==> src/hdl/gem_pkg.sv <==
`default_nettype none

package gem_pkg;

	// Eta roll index, also the table address
	typedef logic [2:0] roll_t;

	localparam int NUM_ROLLS = 8;

	// One GEM cluster
	typedef struct packed {
		logic  odd;
		roll_t roll;
	} gem_cluster_t;

endpackage

`default_nettype wire
==> src/hdl/csc_pkg.sv <==
`default_nettype none

package csc_pkg;

	import gem_pkg::*;

	// CSC wiregroup number
	typedef logic [6:0] wg_t;

	localparam wg_t WG_MAX = 7'd127;

	typedef struct packed {
		wg_t keywire;
	} alct_t;

	// Wiregroup range, both ends included
	typedef struct packed {
		wg_t low;
		wg_t high;
	} wg_window_t;

	// Cluster paired with the held ALCT
	typedef struct packed {
		gem_cluster_t cluster;
		wg_t          keywire;
	} match_req_t;

	typedef struct packed {
		logic       matched;
		roll_t      roll;
		logic       odd;
		wg_t        keywire;
		wg_window_t window;
	} match_result_t;

	typedef logic [15:0] match_count_t;

endpackage

`default_nettype wire

==> src/hdl/gem_csc_wg_match_top.sv <==
`default_nettype none

module gem_csc_wg_match_top
	import gem_pkg::*;
	import csc_pkg::*;
#(
	parameter int MATCH_MARGIN = 2,
	parameter int ALCT_HOLD    = 4
) (
	input  logic          clock,
	input  logic          arst_n,
	input  logic          alct_valid,
	input  alct_t         alct,
	input  logic          cluster_valid,
	input  gem_cluster_t  cluster,
	input  logic          lut_wen,
	input  roll_t         lut_addr,
	input  wg_t           lut_data,
	output logic          result_valid,
	output match_result_t result,
	output match_count_t  match_count
);

	logic          rd_odd;
	logic          rd_even;
	roll_t         rd_adr;
	logic          req_valid;
	match_req_t    req;
	wg_t           wg_low;
	wg_t           wg_high;
	logic          res_valid;
	match_result_t res;

	gem_cluster_intake #(
		.ALCT_HOLD(ALCT_HOLD)
	) u_intake (
		.clock        (clock),
		.arst_n       (arst_n),
		.alct_valid   (alct_valid),
		.alct         (alct),
		.cluster_valid(cluster_valid),
		.cluster      (cluster),
		.rd_odd       (rd_odd),
		.rd_even      (rd_even),
		.rd_adr       (rd_adr),
		.req_valid    (req_valid),
		.req          (req)
	);

	// Same roll addresses both low and high tables
	gem_roll_wg_lut u_lut (
		.clock  (clock),
		.arst_n (arst_n),
		.wen    (lut_wen),
		.w_adr  (lut_addr),
		.w_data (lut_data),
		.renodd (rd_odd),
		.reneven(rd_even),
		.r_adr1 (rd_adr),
		.r_adr2 (rd_adr),
		.r_data1(wg_low),
		.r_data2(wg_high)
	);

	gem_csc_wg_matcher #(
		.MATCH_MARGIN(MATCH_MARGIN)
	) u_matcher (
		.clock    (clock),
		.arst_n   (arst_n),
		.req_valid(req_valid),
		.req      (req),
		.wg_low   (wg_low),
		.wg_high  (wg_high),
		.res_valid(res_valid),
		.res      (res)
	);

	gem_csc_match_out u_out (
		.clock       (clock),
		.arst_n      (arst_n),
		.res_valid   (res_valid),
		.res         (res),
		.result_valid(result_valid),
		.result      (result),
		.match_count (match_count)
	);

endmodule

`default_nettype wire

==> src/hdl/gem_csc_match_out.sv <==
`default_nettype none

module gem_csc_match_out
	import csc_pkg::*;
(
	input  logic          clock,
	input  logic          arst_n,
	input  logic          res_valid,
	input  match_result_t res,
	output logic          result_valid,
	output match_result_t result,
	output match_count_t  match_count
);

	logic count_en;

	assign count_en = res_valid && res.matched && (match_count != '1);

	always_ff @(posedge clock or negedge arst_n) begin
		if (!arst_n) begin
			result_valid <= 1'b0;
		end else begin
			result_valid <= res_valid;
		end
	end

	always_ff @(posedge clock) begin
		if (res_valid) begin
			result <= res;
		end
	end

	// Sticks at full scale
	always_ff @(posedge clock or negedge arst_n) begin
		if (!arst_n) begin
			match_count <= '0;
		end else if (count_en) begin
			match_count <= match_count + 1'b1;
		end
	end

endmodule

`default_nettype wire

==> src/hdl/gem_csc_wg_matcher.sv <==
`default_nettype none

module gem_csc_wg_matcher
	import csc_pkg::*;
#(
	parameter int MATCH_MARGIN = 2
) (
	input  logic          clock,
	input  logic          arst_n,
	input  logic          req_valid,
	input  match_req_t    req,
	input  wg_t           wg_low,
	input  wg_t           wg_high,
	output logic          res_valid,
	output match_result_t res
);

	localparam logic [7:0] MARGIN = 8'(MATCH_MARGIN);

	logic       req_d_valid;
	match_req_t req_d;
	logic [7:0] high_sum;
	wg_window_t window;
	logic       matched;

	// Table data shows up one edge after the request
	always_ff @(posedge clock or negedge arst_n) begin
		if (!arst_n) begin
			req_d_valid <= 1'b0;
		end else begin
			req_d_valid <= req_valid;
		end
	end

	always_ff @(posedge clock) begin
		req_d <= req;
	end

	// Widened window, clamped to 0 and WG_MAX
	always_comb begin
		high_sum = {1'b0, wg_high} + MARGIN;
		if ({1'b0, wg_low} >= MARGIN) begin
			window.low = wg_t'({1'b0, wg_low} - MARGIN);
		end else begin
			window.low = '0;
		end
		window.high = (high_sum > {1'b0, WG_MAX}) ? WG_MAX : high_sum[6:0];
		matched = (req_d.keywire >= window.low) && (req_d.keywire <= window.high);
	end

	always_ff @(posedge clock or negedge arst_n) begin
		if (!arst_n) begin
			res_valid <= 1'b0;
		end else begin
			res_valid <= req_d_valid;
		end
	end

	always_ff @(posedge clock) begin
		res.matched <= matched;
		res.roll    <= req_d.cluster.roll;
		res.odd     <= req_d.cluster.odd;
		res.keywire <= req_d.keywire;
		res.window  <= window;
	end

endmodule

`default_nettype wire

==> src/hdl/gem_roll_wg_lut.sv <==
`default_nettype none

module gem_roll_wg_lut
	import gem_pkg::*;
	import csc_pkg::*;
(
	input  logic  clock,
	input  logic  arst_n,
	input  logic  wen,
	input  roll_t w_adr,
	input  wg_t   w_data,
	input  logic  renodd,
	input  logic  reneven,
	input  roll_t r_adr1,
	input  roll_t r_adr2,
	output wg_t   r_data1,
	output wg_t   r_data2
);

	// Station defaults, roll 0 first
	wg_t odd_low [NUM_ROLLS] = '{
		7'd37, 7'd31, 7'd27, 7'd22, 7'd19, 7'd15, 7'd11, 7'd8
	};
	wg_t odd_high [NUM_ROLLS] = '{
		7'd47, 7'd44, 7'd38, 7'd33, 7'd28, 7'd23, 7'd19, 7'd15
	};
	wg_t even_low [NUM_ROLLS] = '{
		7'd37, 7'd31, 7'd27, 7'd22, 7'd17, 7'd13, 7'd10, 7'd6
	};
	wg_t even_high [NUM_ROLLS] = '{
		7'd47, 7'd44, 7'd38, 7'd32, 7'd27, 7'd22, 7'd17, 7'd14
	};

	// One write lands in all four tables
	always_ff @(posedge clock) begin
		if (wen) begin
			odd_low[w_adr]   <= w_data;
			odd_high[w_adr]  <= w_data;
			even_low[w_adr]  <= w_data;
			even_high[w_adr] <= w_data;
		end
	end

	always_ff @(posedge clock or negedge arst_n) begin
		if (!arst_n) begin
			r_data1 <= '0;
			r_data2 <= '0;
		end else if (reneven) begin
			// even has priority
			r_data1 <= even_low[r_adr1];
			r_data2 <= even_high[r_adr2];
		end else if (renodd) begin
			r_data1 <= odd_low[r_adr1];
			r_data2 <= odd_high[r_adr2];
		end
	end

endmodule

`default_nettype wire

==> src/hdl/gem_cluster_intake.sv <==
`default_nettype none

module gem_cluster_intake
	import gem_pkg::*;
	import csc_pkg::*;
#(
	parameter int ALCT_HOLD = 4
) (
	input  logic         clock,
	input  logic         arst_n,
	input  logic         alct_valid,
	input  alct_t        alct,
	input  logic         cluster_valid,
	input  gem_cluster_t cluster,
	output logic         rd_odd,
	output logic         rd_even,
	output roll_t        rd_adr,
	output logic         req_valid,
	output match_req_t   req
);

	localparam int AGE_W = $clog2(ALCT_HOLD + 1);

	// Edges since the held ALCT, parked at ALCT_HOLD when nothing is held
	logic [AGE_W-1:0] alct_age;
	wg_t              held_keywire;
	logic             pair_ok;
	wg_t              pair_keywire;
	logic             take;

	always_ff @(posedge clock or negedge arst_n) begin
		if (!arst_n) begin
			alct_age <= AGE_W'(ALCT_HOLD);
		end else if (alct_valid) begin
			alct_age <= AGE_W'(1);
		end else if (alct_age < AGE_W'(ALCT_HOLD)) begin
			alct_age <= alct_age + 1'b1;
		end
	end

	always_ff @(posedge clock) begin
		if (alct_valid) begin
			held_keywire <= alct.keywire;
		end
	end

	// ALCT arriving on the same edge pairs directly
	always_comb begin
		if (alct_valid) begin
			pair_ok      = 1'b1;
			pair_keywire = alct.keywire;
		end else begin
			pair_ok      = alct_age < AGE_W'(ALCT_HOLD);
			pair_keywire = held_keywire;
		end
	end

	assign take = cluster_valid & pair_ok;

	always_ff @(posedge clock or negedge arst_n) begin
		if (!arst_n) begin
			req_valid <= 1'b0;
			rd_odd    <= 1'b0;
			rd_even   <= 1'b0;
		end else begin
			req_valid <= take;
			rd_odd    <= take & cluster.odd;
			rd_even   <= take & ~cluster.odd;
		end
	end

	always_ff @(posedge clock) begin
		req.cluster <= cluster;
		req.keywire <= pair_keywire;
		rd_adr      <= cluster.roll;
	end

endmodule

`default_nettype wire

==> config.mk <==
export PLATFORM = sky130hd
export DESIGN_NAME = gem_csc_wg_match_top
export DESIGN_NICKNAME = d
export VERILOG_FILES = /design/src/hdl/gem_pkg.sv /design/src/hdl/csc_pkg.sv /design/src/hdl/gem_csc_wg_match_top.sv /design/src/hdl/gem_csc_match_out.sv /design/src/hdl/gem_csc_wg_matcher.sv /design/src/hdl/gem_roll_wg_lut.sv /design/src/hdl/gem_cluster_intake.sv
export SDC_FILE = /design/constraint.sdc
export NUM_CORES = 1
export LEC_CHECK = 0
export BUFFER_PORTS_ARGS = -buffer_cell sky130_fd_sc_hd__buf_4
export CORE_MARGIN = 3
export CORE_UTILIZATION = 38
export DETAILED_ROUTE_END_ITERATION = 6
export GPL_TIMING_DRIVEN = 0
export PLACE_DENSITY = 0.63
export SYNTH_ARGS = -nofsm -noshare
export SYNTH_HDL_FRONTEND = slang
export SYNTH_SLANG_ARGS = --single-unit
==> constraint.sdc <==
create_clock -name clock -period 4.3 [get_ports clock]
set_clock_uncertainty 0.2 [all_clocks]
set_input_delay 0.43 -clock clock [delete_from_list [all_inputs] [get_ports clock]]
set_output_delay 0.43 -clock clock [all_outputs]
set_load 0.005 [all_outputs]
==> flow_metrics.py <==
metrics = {
    "power": {
        "power_density_nw_per_um2": 509,
        "p_leak_nw": 3.45,
        "vdd_drop_max_mv": 0.221,
    },
    "final_layout": {
        "area.growth.synth_to_final_pct": 20.9,
        "n_antenna_cell": 0,
        "layout_nets": 608,
        "drive_gt1_share_pct": 24.8,
        "layout.filler_cells": 1655,
    },
    "detailed_routing": {
        "drc_errors": 0,
        "drt_iter0_drcs": 305,
        "dr.pass1.iters": 5,
        "avgRoutedWirePerCell_um": 15.7,
        "postRouteAntennaNets": 0,
        "detail_route.vias_per_cell": 4.73,
        "drt-total-wl_um": 13200,
        "vias_post_dr": 3959,
    },
    "synthesis": {
        "synth.distinct_cells": 44,
        "yosys_most_used_dff": "edfxtp_1",
        "synth_area_leaders": "edfxtp_1, dfrtp_1, dfxtp_1",
        "synth_commonest_cells": "edfxtp_1, dfxtp_1, dfrtp_1",
        "synthArstFlopShare_pct": 19.0,
        "most_used_standard_cell_by_instance_count_after_synthesis": "edfxtp_1",
        "syn-num-nets": 509,
        "syn_inst": 465,
        "postSynthRegisterBits": 200,
        "number_of_enable_type_register_cells_in_the_synthesized_netlist": 121,
        "post-synth-top-area-fraction_pct": 48.7,
        "synth-seq-area-share_pct": 72.5,
        "ys.warnings.count": 0,
        "synthDominantAreaCellType": "edfxtp_1",
        "synth_area_per_cell_um2": 16.0,
        "post_synth_instance_area_um2": 7460,
    },
    "setup_path": {
        "cpMaxStageDelayCell": "dfrtp_1",
        "critPathTopFamily": "simple AND/OR/NAND/NOR gates",
        "timing.critical_path.arrival_ns": 2.96,
        "timing.setup.critical_path_class": "reg2reg",
        "cp.required_ns": 4.40,
        "cp.buffers_inverters": 0,
        "worstSetupStartpointType": "flop",
        "crit_path_max_fanout": 28,
        "worst_setup_ep_type": "flop",
        "most_frequent_cell_on_the_critical_path": "or4_1",
        "crit_chain": "nand2_1, or4_1, or4_1, xnor2_1",
        "critical-path-max-stage-delay_ns": 1.04,
    },
    "die": {
        "floorplan.die.height_um": 146,
        "fp-row-count": 50,
        "floorplan.core_area_um2": 19000,
        "io_pins": 69,
        "die_area_um2": 21300,
        "initial_core_utilization_pct": 39.2,
        "die_w_um": 146,
    },
    "global_routing": {
        "grt_pass1_vias": 4077,
        "grt.met3_usage_pct": 3.57,
        "grt_overflow_total": 0,
        "grt_antenna_before_repair": 0,
        "grt_first_pass_wirelength_um": 21100,
        "met1_layer_usage_reported_by_global_route_pct": 15.7,
        "grt_util_all_layers_pct": 12.7,
        "gr-max-usage-layer": "met2",
        "maximum_number_of_pins_on_one_net_before_global_route_repair": 39,
        "grt_use_met2_pct": 21.5,
    },
    "clock_tree": {
        "cts.reportedPaths.clkPinSlew_ns": 0.07,
        "number_of_buffers_added_by_the_clock_tree_synthesis_step": 17,
        "worstSkewPairLatency_ns": 0.43,
        "clk_path_buf_depth": 2,
        "num_clock_sinks": 200,
        "clock_tree_from_tritoncts": "done",
        "clock-root-buffer": "clkbuf_16",
        "h-tree-depth": 4,
    },
    "timing": {
        "finalWorstPathRequiredPeriod_ns": 2.86,
        "max-slew-margin-rel_pct": 16.1,
        "total_of_endpoints_with_negative_setup_slack_in_the_final_report": 0,
        "timing.final.crit_share_pct": 66.5,
        "hold_ws_ns": 0.0403,
        "totalNegativeSetupSlack_ns": 0,
        "rsz0062_at_grt": "no",
        "timing_worst_slew_pin_value_ns": 1.25,
        "clock.fmax_mhz": 350,
        "setup_ws_ns": 1.44,
        "report.final.hold_viol_count": 0,
        "drv_slew": 0,
    },
    "place": {
        "port_buffers": 68,
        "gpl.final_weighted_congestion": 0.845,
        "hpwl_um": 9060,
        "dp_slack_ns": 1.41,
    },
    "hold_path": {
        "min_path_type": "in2reg",
    },
    "flow_run": {
        "drv_cap": 0,
    },
    "outcome": {
        "run_status": "finished, final reports clean",
    },
}
==> cell usage in the layout (no fill, tap or decap), types with 8 or more instances in the layout <==
master / count
inv_1: 21
mux4_2: 23
clkbuf_16: 17
xor2_1: 8
ha_1: 18
dlygate4sd3_1: 12
xnor2_1: 14
dfxtp_1: 41
edfxtp_1: 121
nor2_1: 28
nand2b_1: 13
nand3_1: 9
o21ai_0: 13
a21oi_1: 14
buf_4: 69
nand2_1: 24
dfrtp_1: 37
==> registers in the layout, summed over array words and instances (netlist names), 7 cells and up <==
name and cells:
u_lut.even_low 31, u_lut.odd_high 12, u_out.match_count 16, u_lut.r_data2 7
u_matcher.req_d 11, u_out.result 26, u_intake.held_keywire 7, u_lut.even_high 36
u_lut.odd_low 9, u_matcher.res 26
==> path summary, 6_finish.rpt <==
kind                                startpoint                     to  slack [ns]  depth (start not counted)
setup / recovery           u_matcher.res_valid  u_out.match_count[15]        1.44                          4
hold / removal                     lut_data[6]   u_lut.even_low[1][6]        0.04                          1
setup reg to reg           u_matcher.res_valid  u_out.match_count[15]        1.44                          4
hold reg to reg             u_matcher.req_d[9]      u_matcher.res[24]        0.13                          0
max in group asynchronous               arst_n   u_intake.alct_age[2]        3.20                          2
min in group asynchronous               arst_n       u_lut.r_data2[5]        0.31                          2
==> area by class of cell <==
type                       count  area (um2)  area share (%)
sequential                   200        5410            60.0
multi-input combinational    232        1930            21.4
timing repair buffer          80         631            6.99
clock buffer                  18         429            4.76
tap                          260         325            3.61
clock inverter                14         165            1.83
inverter                      21        78.8           0.874
buffer                        12        55.1           0.611
==> power by group <==
group	internal, W	total [W]	switching (W)
Combinational	0.000315	0.000603	0.000288
Sequential	0.00229	0.00242	0.000132
Clock	0.000872	0.00157	0.000697
==> through the flow <==
| step | cells | util (%) | cell area (um2) | power [W] |
|---|---|---|---|---|
| after floorplan | 465 | - | 7460 | 0.00279 |
| after global placement | 793 | 43.6 | 8290 | 0.00303 |
| after detailed placement | 793 | 43.7 | 8300 | 0.00306 |
| after CTS | 837 | 47.4 | 9020 | 0.00465 |
| after global routing | 837 | 47.4 | 9020 | 0.00483 |
| final | 837 | 47.4 | 9020 | 0.00459 |
==> what timing repair did <==
action | in CTS | in global routing
buffers inserted | 0 | 0
endpoints found under the hold margin | 49 | 0
setup endpoints to repair | 0 | 0
resized for setup | 0 | 0
hold buffers | 12 | 0
==> kinds of logic after synthesis <==
kind of cell / synth area share [%]
muxes: 8.94
AOI/OAI and AO/OA: 3.78
buffers and inverters: 1.80
adders and majority gates: 3.02
and+or+nand+nor: 7.37
DFF: 72.5
xor gates and xnor gates: 2.58
==> routing by layer <==
metal | wire length [um] | part of all wire (%)
met4 | 175 | 1.3
met3 | 498 | 3.8
met2 | 6590 | 50
met1 | 5890 | 45
met5 | 0 | 0
No activity file was read; power rests on OpenSTA's default activity.
